===== src/logic/alu_pkg.sv =====
// Significand adder request and result types
`default_nettype none

package alu_pkg;

	// Operand width of the significand datapath
	localparam int WIDTH_DEFAULT = 28;

	// Operation codes
	// Code 2'b11 is reserved and executes as an add
	typedef enum logic [1:0] {
		OP_ADD = 2'b00,
		OP_SUB = 2'b01,
		OP_ADC = 2'b10
	} op_t;

	// One request into the adder unit
	typedef struct packed {
		op_t                      op;
		logic [WIDTH_DEFAULT-1:0] a;
		logic [WIDTH_DEFAULT-1:0] b;
		// Only looked at by OP_ADC
		logic                     cin;
	} add_req_t;

	// One result out of the adder unit
	typedef struct packed {
		logic [WIDTH_DEFAULT-1:0] sum;
		// Carry out of the top bit
		logic                     cout;
		// Sum is all zeros
		logic                     zero;
		// Top bit of the sum
		logic                     negative;
		// Signed overflow
		logic                     overflow;
	} add_res_t;

endpackage

`default_nettype wire


===== src/logic/prefix_pkg.sv =====
// Carry-prefix network cells
`default_nettype none

package prefix_pkg;

	// Group generate and propagate for one span of bits
	typedef struct packed {
		logic g;
		logic p;
	} gp_t;

	// Leaf of the tree, built from one pair of operand bits
	function automatic gp_t leaf_cell(input logic a_bit, input logic b_bit);
		gp_t leaf;
		leaf.g = a_bit & b_bit;
		leaf.p = a_bit ^ b_bit;
		return leaf;
	endfunction

	// Merge an upper span with the span just below it
	function automatic gp_t black_cell(input gp_t upper, input gp_t lower);
		gp_t merged;
		merged.p = upper.p & lower.p;
		merged.g = upper.g | (upper.p & lower.g);
		return merged;
	endfunction

	// Span reaches bit 0, so only the generate is needed
	function automatic logic grey_cell(input gp_t upper, input gp_t lower);
		logic carry_out;
		carry_out = upper.g | (upper.p & lower.g);
		return carry_out;
	endfunction

endpackage

`default_nettype wire


===== src/logic/add_unit_top.sv =====
// Pipelined significand adder unit
`timescale 1ns/1ns
`default_nettype none

module add_unit_top #(
	parameter int WIDTH = alu_pkg::WIDTH_DEFAULT
) (
	input  logic              clk,
	input  logic              rst,
	input  logic              in_valid,
	input  alu_pkg::add_req_t in_req,
	output logic              out_valid,
	output alu_pkg::add_res_t out_res
);

	// Request stage outputs
	logic              req_valid;
	alu_pkg::add_req_t req_q;

	// Combinational adder result
	alu_pkg::add_res_t res_d;

	// Struct fields are sized by the package width
	if (WIDTH != alu_pkg::WIDTH_DEFAULT) begin : g_width_check
		$error("add_unit_top WIDTH must equal alu_pkg::WIDTH_DEFAULT");
	end

	// Cycle 1
	pipe_stage #(
		.payload_t(alu_pkg::add_req_t)
	) req_stage_i (
		.clk      (clk),
		.rst      (rst),
		.valid_in (in_valid),
		.data_in  (in_req),
		.valid_out(req_valid),
		.data_out (req_q)
	);

	adder #(
		.WIDTH(WIDTH)
	) adder_i (
		.req(req_q),
		.res(res_d)
	);

	// Cycle 2
	pipe_stage #(
		.payload_t(alu_pkg::add_res_t)
	) res_stage_i (
		.clk      (clk),
		.rst      (rst),
		.valid_in (req_valid),
		.data_in  (res_d),
		.valid_out(out_valid),
		.data_out (out_res)
	);

endmodule

`default_nettype wire


===== src/logic/adder.sv =====
// Prefix adder with flags
`timescale 1ns/1ns
`default_nettype none

module adder #(
	parameter int WIDTH = 28
) (
	input  alu_pkg::add_req_t req,
	output alu_pkg::add_res_t res
);

	// Operands as seen by the adder core
	logic [WIDTH-1:0] a_op;
	logic [WIDTH-1:0] b_op;
	logic             cin_op;

	// Per-bit propagate and generate
	logic [WIDTH-1:0] p;
	logic [WIDTH-1:0] g;

	// Tree leaves, shifted up one place behind the carry-in
	prefix_pkg::gp_t [WIDTH-1:0] gp;

	// Carry into each operand bit
	logic [WIDTH-1:0] carry;

	logic [WIDTH-1:0] sum;
	logic             cout;

	// Operand preparation
	always_comb begin
		a_op   = req.a;
		b_op   = req.b;
		cin_op = 1'b0;
		case (req.op)
			alu_pkg::OP_SUB: begin
				// Two's complement of b
				b_op   = ~req.b;
				cin_op = 1'b1;
			end
			alu_pkg::OP_ADC: begin
				cin_op = req.cin;
			end
			default: begin
				// Add and the reserved code
				cin_op = 1'b0;
			end
		endcase
	end

	// Pre-computation
	always_comb begin
		for (int k = 0; k < WIDTH; k++) begin
			{g[k], p[k]} = prefix_pkg::leaf_cell(a_op[k], b_op[k]);
		end
	end

	// Entry 0 carries cin in, with no propagate through it
	always_comb begin
		gp[0] = '{g: cin_op, p: 1'b0};
		for (int k = 1; k < WIDTH; k++) begin
			gp[k] = '{g: g[k-1], p: p[k-1]};
		end
	end

	ladner_fischer #(
		.WIDTH(WIDTH)
	) prefix_tree (
		.gp_in(gp),
		.carry(carry)
	);

	// Post-computation
	assign sum  = p ^ carry;
	assign cout = g[WIDTH-1] | (p[WIDTH-1] & carry[WIDTH-1]);

	assign res.sum      = sum;
	assign res.cout     = cout;
	assign res.zero     = ~|sum;
	assign res.negative = sum[WIDTH-1];
	// Carry into the sign bit disagrees with carry out of it
	assign res.overflow = carry[WIDTH-1] ^ cout;

endmodule

`default_nettype wire


===== src/logic/ladner_fischer.sv =====
// Ladner-Fischer carry tree
`timescale 1ns/1ns
`default_nettype none

module ladner_fischer #(
	parameter int WIDTH = 28
) (
	// Entry 0 holds the carry-in as its generate
	input  prefix_pkg::gp_t [WIDTH-1:0] gp_in,
	// Bit k is the group generate of entries k down to 0
	output logic            [WIDTH-1:0] carry
);

	// Number of doubling stages on the odd positions
	localparam int LEVELS = $clog2(WIDTH);

	// Group values after each stage, stage 0 is the input
	wire prefix_pkg::gp_t lvl [0:LEVELS][0:WIDTH-1];

	genvar l;
	genvar i;

	generate
		for (i = 0; i < WIDTH; i++) begin : g_leaf
			assign lvl[0][i] = gp_in[i];
		end

		// Sklansky-style doubling restricted to odd positions
		for (l = 1; l <= LEVELS; l++) begin : g_level
			for (i = 0; i < WIDTH; i++) begin : g_pos
				// Half block size at this stage
				localparam int HALF = 1 << (l - 1);
				// Top of the lower half of this block
				localparam int LOW = (i / HALF) * HALF - 1;
				// First position of the whole block
				localparam int BASE = (i / (2 * HALF)) * (2 * HALF);

				if ((i % 2 == 1) && ((i / HALF) % 2 == 1)) begin : g_cell
					if (BASE == 0) begin : g_grey
						// Span covers entry 0 whose propagate is zero
						assign lvl[l][i] = '{
							g: prefix_pkg::grey_cell(lvl[l-1][i], lvl[l-1][LOW]),
							p: 1'b0
						};
					end else begin : g_black
						assign lvl[l][i] = prefix_pkg::black_cell(lvl[l-1][i],
							lvl[l-1][LOW]);
					end
				end else begin : g_pass
					assign lvl[l][i] = lvl[l-1][i];
				end
			end
		end

		// Odd positions are complete after the last stage
		// Even positions take one extra grey cell from their odd neighbour
		for (i = 0; i < WIDTH; i++) begin : g_carry
			if ((i == 0) || (i % 2 == 1)) begin : g_direct
				assign carry[i] = lvl[LEVELS][i].g;
			end else begin : g_even
				assign carry[i] = prefix_pkg::grey_cell(lvl[LEVELS][i],
					lvl[LEVELS][i-1]);
			end
		end
	endgenerate

endmodule

`default_nettype wire


===== src/logic/pipe_stage.sv =====
// Valid-qualified pipeline register
`timescale 1ns/1ns
`default_nettype none

module pipe_stage #(
	parameter type payload_t = logic
) (
	input  logic     clk,
	input  logic     rst,
	input  logic     valid_in,
	input  payload_t data_in,
	output logic     valid_out,
	output payload_t data_out
);

	// Valid strobe
	always_ff @(posedge clk) begin
		if (rst) begin
			valid_out <= 1'b0;
		end else begin
			valid_out <= valid_in;
		end
	end

	// Payload loads every cycle, qualified downstream by valid_out
	always_ff @(posedge clk) begin
		data_out <= data_in;
	end

endmodule

`default_nettype wire


===== config.mk =====
export PLATFORM = sky130hd
export DESIGN_NAME = add_unit_top
export DESIGN_NICKNAME = d
export VERILOG_FILES = /design/src/logic/alu_pkg.sv /design/src/logic/prefix_pkg.sv /design/src/logic/add_unit_top.sv /design/src/logic/adder.sv /design/src/logic/ladner_fischer.sv /design/src/logic/pipe_stage.sv
export SDC_FILE = /design/constraint.sdc
export NUM_CORES = 1
export LEC_CHECK = 0
export BUFFER_PORTS_ARGS = -buffer_cell sky130_fd_sc_hd__buf_2
export CORE_AREA = 2 2 101 123
export DETAILED_ROUTE_END_ITERATION = 10
export DIE_AREA = 0 0 103 125
export GPL_ROUTABILITY_DRIVEN = 0
export GPL_TIMING_DRIVEN = 0
export PLACE_DENSITY_LB_ADDON = 0.1
export SLEW_MARGIN = 20
export SYNTH_ARGS = -nofsm -noshare
export SYNTH_HDL_FRONTEND = slang
export SYNTH_HIERARCHICAL = 1
export SYNTH_SLANG_ARGS = --single-unit

===== constraint.sdc =====
create_clock -name clk -period 4 [get_ports clk]
set_input_delay 0.8 -clock clk [delete_from_list [all_inputs] [get_ports clk]]
set_output_delay 0.8 -clock clk [all_outputs]
set_load 0.01 [all_outputs]

==> results of run 1 <==
-- per-stage QoR --
stage | TNS, ps | total power, uW | hold WS, ps | std cells
final | 0 | 2610 | 446 | 561
after global routing | 0 | 2760 | 455 | 561
after CTS | 0 | 2650 | 450 | 559
after detailed placement | -315 | 1700 | 441 | 542
after global placement | -297 | 1700 | 435 | 542
after floorplan | 0 | 1480 | 428 | 287
-- report_power, final --
part           leakage (uW)  total, uW  switching (uW)  internal [uW]
sequential         0.000784       1110            40.4           1070
combinational       0.00125        575             323            252
clock              0.000162        928             346            582
-- critical path: stages (launching register included) --
cell	delay, ps
dfxtp_1	340
inv_1	50
ha_1	180
buf_4	200
buf_6	170
xor2_1	170
ha_1	320
and4_4	240
and2b_2	180
a32oi_2	150
a31oi_4	270
a21oi_4	110
o21ai_2	200
inv_1	80
fa_1	510
inv_1	70
nor4_2	160
nand2_1	100
nor3_2	150
-- cells in the final DEF (no fill, tap or decap), drive strengths merged, types with 2 or more instances in the layout --
| master | instances |
|---|---|
| a21o | 13 |
| a21oi | 16 |
| a31o | 2 |
| and4 | 2 |
| buf | 103 |
| bufinv | 2 |
| clkbuf | 11 |
| dfxtp | 93 |
| ha | 29 |
| inv | 12 |
| nand2 | 11 |
| nand2b | 2 |
| nand3 | 3 |
| nand4 | 2 |
| nor2 | 4 |
| nor2b | 4 |
| nor3 | 2 |
| nor4 | 7 |
| o21ai | 9 |
| o21bai | 3 |
| or2 | 2 |
| xnor2 | 2 |
| xor2 | 54 |
-- flip-flops by register name, summed over array words and instances (netlist names) --
name	flops
res_stage_i/data_out	32
res_stage_i/valid_out	1
req_stage_i/valid_out	1
req_stage_i/data_out	59
-- worst max path at each step --
stage | cells past startpoint | end
floorplan | 18 | res_stage_i/data_out[2]$_DFF_P_
global placement | 18 | res_stage_i/data_out[2]$_DFF_P_
detailed placement | 18 | res_stage_i/data_out[2]$_DFF_P_
CTS | 18 | res_stage_i/data_out[2]$_DFF_P_
global route | 18 | res_stage_i/data_out[2]$_DFF_P_
finish | 18 | res_stage_i/data_out[2]$_DFF_P_
-- layout make-up --
| class | instances | area (um^2) | area share |
|---|---|---|---|
| Sequential cell | 93 | 1860 | 0.414 |
| Multi-Input combinational cell | 177 | 1520 | 0.337 |
| Timing Repair Buffer | 97 | 493 | 0.110 |
| Clock buffer | 11 | 253 | 0.0563 |
| Tap cell | 161 | 201 | 0.0448 |
| Clock inverter | 5 | 81.3 | 0.0181 |
| Buffer | 6 | 46.3 | 0.0103 |
| Inverter | 11 | 41.3 | 0.00919 |
-- repair_timing --
action,in CTS,in global routing
gates cloned,0,0
resized for setup,2,4
pin swaps,2,4
buffers inserted,1,2
setup endpoints to repair,1,1
-- layer usage --
layer,share of wire,vias up,global-route usage
met5,0,-,0
met2,0.50,65,0.192
met1,0.42,1028,0.131
li1,-,1191,-
met3,0.059,9,0.0358
met4,0.017,0,0.0464
==> summary.md, run 1 <==
| Metric | Value |
|---|---|
| Syn Nets | `between 300 and 400` |
| Largest net degree at the start of global routing | `16` |
| Min-Delay Path Class | `reg -> reg` |
| Number of setup violations in the final report | `0` |
| Hold Fails Final Rpt | `0` |
| Hold depth | `1` |
| Clk sinks | `93` |
| Synthesized area per cell | `roughly 12 um^2` |
| Fillcell total | `1,235` |
| Max clock buf depth | `2` |
| Nets | `slightly below 500` |
| R2R cell count | `18` |
| GRT Util Overall | `0.114` |
| Worst r2r src | `req_stage_i/data_out[58]$_DFF_P_` |
| CTS tree | `built` |
| Reg2reg setup slack | `~300 ps` |
| Worst setup SP type | `flop` |
| Die Wd | `around 100 um` |
| Buffers added on ports | `94` |
| Drt via density | `~4.1` |
| Cell area after synthesis | `approximately 3400 um^2` |
| # IOs | `between 90 and 100` |
| Pins Over Slew Limit | `0` |
| Worst path required time | `approximately 4300 ps` |
| Max VDD drop | `approximately 0.00027 V` |
| Critical setup path kind | `reg -> reg` |
| Critical Path Start | `req_stage_i/data_out[58]$_DFF_P_` |
| Status | `finished clean` |
| Worst-path fanout max | `10` |
| Hold Path End | `res_stage_i/valid_out$_SDFF_PP0_` |
| WP data arrival | `between 3000 and 4000 ps` |
| Grt total ovfl | `0` |
| Post-CTS Hold Buffers | `0` |
| Wire per inst | `12.4 um` |
| Initial antenna violation count | `0` |
| F_max | `about 270 MHz` |
| First-pass GRT wire length | `roughly 11,000 um` |
| Initial core utilization | `0.293` |
| Overall routed net length | `around 7000 um` |
| RSZ-0062 raised after global routing | `no` |
| Reg clk slew, reported paths | `~60 ps` |
| Worst Tran Pin Value | `between 400 and 500 ps` |
| Relative slew margins | `0.708` |
| 1st-pass router iterations | `4` |
| Synth-to-layout area growth | `30.3%` |
| CTS buffer count | `9` |
| Via count | `2,293` |
| Final instance area | `between 4000 and 5000 um^2` |
| Post-Route Utilization | `0.381` |
| Vias in the first global route | `roughly 2,300` |
| H-tree Lvls | `3` |
| Detail Placement HPWL | `approximately 5500 um` |
| Clock skew | `between 8 and 9 ps` |
| PwrDens | `roughly 580 nW/um^2` |
| Vert. Die Dim | `approximately 130 um` |
| Clock root cell | `clkbuf_16` |
| Drc violations | `0` |
| Die area | `between 10,000 and 15,000 um^2` |
| Tcrit/Tclk final | `0.926` |
| Static Leak | `~0.0022 uW` |
| Initial DRC Count | `24` |
| Clk Latency, worst-skew pair | `between 300 and 400 ps` |
| Critical Path End Type | `flop` |
| Synth Warn # | `6` |
| Share of cells above drive strength 1 | `0.350` |
| Row Count | `44` |
| Setup ws final | `between 200 and 300 ps` |
| Pre-CTS setup slack | `-315 ps` |
| Core Area | `between 10,000 and 15,000 um^2` |
| Mapped Cells | `287` |
| RR Endpoint | `res_stage_i/data_out[2]$_DFF_P_` |
| Hold path startpoint | `req_stage_i/valid_out$_SDFF_PP0_` |
| Crit path time final | `3700 ps` |
| Antenna-violating nets left | `0` |
| Max cap viols | `0` |
| Ant. Diodes | `0` |
| Placed Area | `~4000 um^2` |
No activity file was read; power rests on OpenSTA's default activity.
==> inputs of run 2 (changes only) <==
--- a/config.mk
+++ b/config.mk
@@ -7,7 +7,7 @@
 export LEC_CHECK = 0
 export BUFFER_PORTS_ARGS = -buffer_cell sky130_fd_sc_hd__buf_2
-export CORE_AREA = 2 2 101 123
+export CORE_AREA = 2 2 79 97
 export DETAILED_ROUTE_END_ITERATION = 10
-export DIE_AREA = 0 0 103 125
+export DIE_AREA = 0 0 81 99
 export GPL_ROUTABILITY_DRIVEN = 0
 export GPL_TIMING_DRIVEN = 0
==> constraint.sdc (replaced) <==
create_clock -name clk -period 4 [get_ports clk]
set_input_delay 0.8 -clock clk [delete_from_list [all_inputs] [get_ports clk]]
set_output_delay 0.8 -clock clk [all_outputs]
set_load 0.02 [all_outputs]
==> run 2 against run 1 <==
Net effect: via count increased by 0.31%; routed wire length down 12%; first-iteration DRC count rose by 120%.
==> summary.md, run 2 (synthesized netlist as in run 1, its figures left out) <==
| Metric | Value |
|---|---|
| Nets | `486 (was 487)` |
| Reg clk slew, reported paths | `80 ps (was 60 ps)` |
| 1st-pass router iterations | `4 (unchanged)` |
| Row Count | `34 (was 44)` |
| Initial antenna violation count | `0 (unchanged)` |
| Worst setup SP type | `flop (unchanged)` |
| Wire per inst | `12.5 um (was 12.4 um)` |
| Status | `finished clean (unchanged)` |
| Top flop regs | `req_stage_i/data_out: 59 flops, res_stage_i/data_out: 32 flops (unchanged)` |
| Min-Delay Path Class | `reg -> reg (unchanged)` |
| WP data arrival | `4090 ps (was 3960 ps)` |
| Initial DRC Count | `53 (was 24)` |
| Ant. Diodes | `0 (unchanged)` |
| Share of cells above drive strength 1 | `0.343 (was 0.350)` |
| Max clock buf depth | `2 (unchanged)` |
| Buffers added on ports | `94 (unchanged)` |
| CP Capture Point | `res_stage_i/data_out[2]$_DFF_P_ (unchanged)` |
| CTS buffer count | `9 (unchanged)` |
| Fillcell total | `653 (was 1,235)` |
| Vias in the first global route | `2,151 (was 2,319)` |
| F_max | `263 MHz (was 270 MHz)` |
| Synth-to-layout area growth | `24.1% (was 30.3%)` |
| Die area | `8020 um^2 (was 12,900 um^2)` |
| Overall routed net length | `6110 um (was 6980 um)` |
| Placed Area | `4030 um^2 (was 4120 um^2)` |
| Grt total ovfl | `0 (unchanged)` |
| Core Area | `7060 um^2 (was 11,800 um^2)` |
| Reg2reg setup slack | `190 ps (was 300 ps)` |
| Hold Fails Final Rpt | `0 (unchanged)` |
| R2R cell count | `18 (unchanged)` |
| Critical Path Start | `req_stage_i/data_out[58]$_DFF_P_ (unchanged)` |
| Via count | `2,300 (was 2,293)` |
| Clk Latency, worst-skew pair | `350 ps (was 340 ps)` |
| RR Endpoint | `res_stage_i/data_out[2]$_DFF_P_ (unchanged)` |
| Commonest non-fill, non-tap cell in the layout | `buf_2 (unchanged)` |
| CTS tree | `built (unchanged)` |
| Tcrit/Tclk final | `0.951 (was 0.926)` |
| Pins Over Slew Limit | `0 (unchanged)` |
| Max cap viols | `0 (unchanged)` |
| Drc violations | `0 (unchanged)` |
| Worst Tran Pin Value | `450 ps (was 433 ps)` |
| Worst r2r src | `req_stage_i/data_out[58]$_DFF_P_ (unchanged)` |
| Static Leak | `0.00213 uW (was 0.00219 uW)` |
| Drt via density | `4.70 (was 4.09)` |
| Most frequent cells in the layout | `buf_2, dfxtp_1, xor2_1 (unchanged)` |
| Max FFs per register | `59 (unchanged)` |
| Worst-path fanout max | `10 (unchanged)` |
| Clk sinks | `93 (unchanged)` |
| Relative slew margins | `0.697 (was 0.708)` |
| Hold path startpoint | `req_stage_i/valid_out$_SDFF_PP0_ (unchanged)` |
| Setup TNS | `0 ps (unchanged)` |
| Clock skew | `7.16 ps (was 8.29 ps)` |
| H-tree Lvls | `3 (unchanged)` |
| Initial core utilization | `0.488 (was 0.293)` |
| Antenna-violating nets left | `0 (unchanged)` |
| Final instance area | `4280 um^2 (was 4490 um^2)` |
| Detail Placement HPWL | `4760 um (was 5540 um)` |
| Critical setup path kind | `reg -> reg (unchanged)` |
| First-pass GRT wire length | `9730 um (was 10,800 um)` |
| Total power | `2410 uW (was 2610 uW)` |
| Largest Register | `req_stage_i/data_out (unchanged)` |
| PwrDens | `563 nW/um^2 (was 581 nW/um^2)` |
| GRT Util Overall | `0.162 (was 0.114)` |
| Critical Path End Type | `flop (unchanged)` |
| Vert. Die Dim | `99 um (was 125 um)` |
| Largest net degree at the start of global routing | `16 (unchanged)` |
| Die Wd | `81 um (was 103 um)` |
| # IOs | `95 (unchanged)` |
| Number of setup violations in the final report | `0 (unchanged)` |
| Clock root cell | `clkbuf_8 (was clkbuf_16)` |
| Max VDD drop | `0.000314 V (was 0.000273 V)` |
| Post-CTS Hold Buffers | `0 (unchanged)` |
| Crit path time final | `3810 ps (was 3700 ps)` |
| Worst path required time | `4280 ps (was 4260 ps)` |
-- run 2: cell count changes in the layout (fill, tap and decap cells not counted) --
cell       before  now
clkbuf_8        2    9
buf_4           7    5
clkbuf_16       9    0
clkinv_2        1    2
and4_1          1    2
clkbuf_1        0    1
buf_6           1    2
and4_4          1    0
-- run 2: critical path, cell delays in order (launching register included) --
cell and delay [ps]:
dfxtp_1 340, inv_1 50, ha_1 190, buf_6 160
buf_6 170, xor2_1 170, ha_1 320, and4_1 220
and2b_2 190, a32oi_2 150, a31oi_4 290, a21oi_4 110
o21ai_2 170, inv_1 80, fa_1 510, inv_1 70
nor4_2 300, nand2_1 100, nor3_2 140
-- run 2: through the flow --
step                      utilization  instances  setup WS, ps  hold WS (ps)
final                           0.606        489           194           449
after global routing            0.606        489         -36.3           460
after CTS                       0.601        487          35.3           454
after detailed placement        0.571        471         -67.6           441
after global placement          0.571        471         -45.9           436
after floorplan                     -        287           341           428
-- run 2: routing by layer --
metal,up-vias,part of all wire,GRT usage
li1,1185,-,-
met1,1025,0.41,0.187
met2,77,0.51,0.279
met3,13,0.060,0.0348
met4,0,0.021,0.0782
met5,-,0,0
-- run 2: area by class of cell --
class                           instances  area [um^2]  share of cell area
Timing Repair Buffer                   96          485               0.113
Sequential cell                        93         1860               0.435
Clock inverter                          6         86.3              0.0202
Buffer                                  6         50.0              0.0117
Multi-Input combinational cell        177         1510               0.354
Tap cell                               90          113              0.0263
Clock buffer                           10          128              0.0298
Inverter                               11         41.3             0.00965
-- run 2: repair_timing --
action	CTS	global route
setup buffers	0	2
pin swaps	1	4
endpoints found under the setup margin	1	1
gates resized for setup	1	5
-- run 2: worst min-delay path by stage --
stage,end,cells after the start
after floorplan,res_stage_i/valid_out$_SDFF_PP0_,1
after global placement,res_stage_i/valid_out$_SDFF_PP0_,1
after detailed placement,res_stage_i/valid_out$_SDFF_PP0_,1
after CTS,res_stage_i/valid_out$_SDFF_PP0_,1
after global routing,res_stage_i/valid_out$_SDFF_PP0_,1
final,res_stage_i/valid_out$_SDFF_PP0_,1
-- run 2: power breakdown --
part           internal (uW)  leakage [uW]  switching (uW)
sequential              1060      0.000784            32.1
combinational            251       0.00124             397
clock                    352      0.000107             312
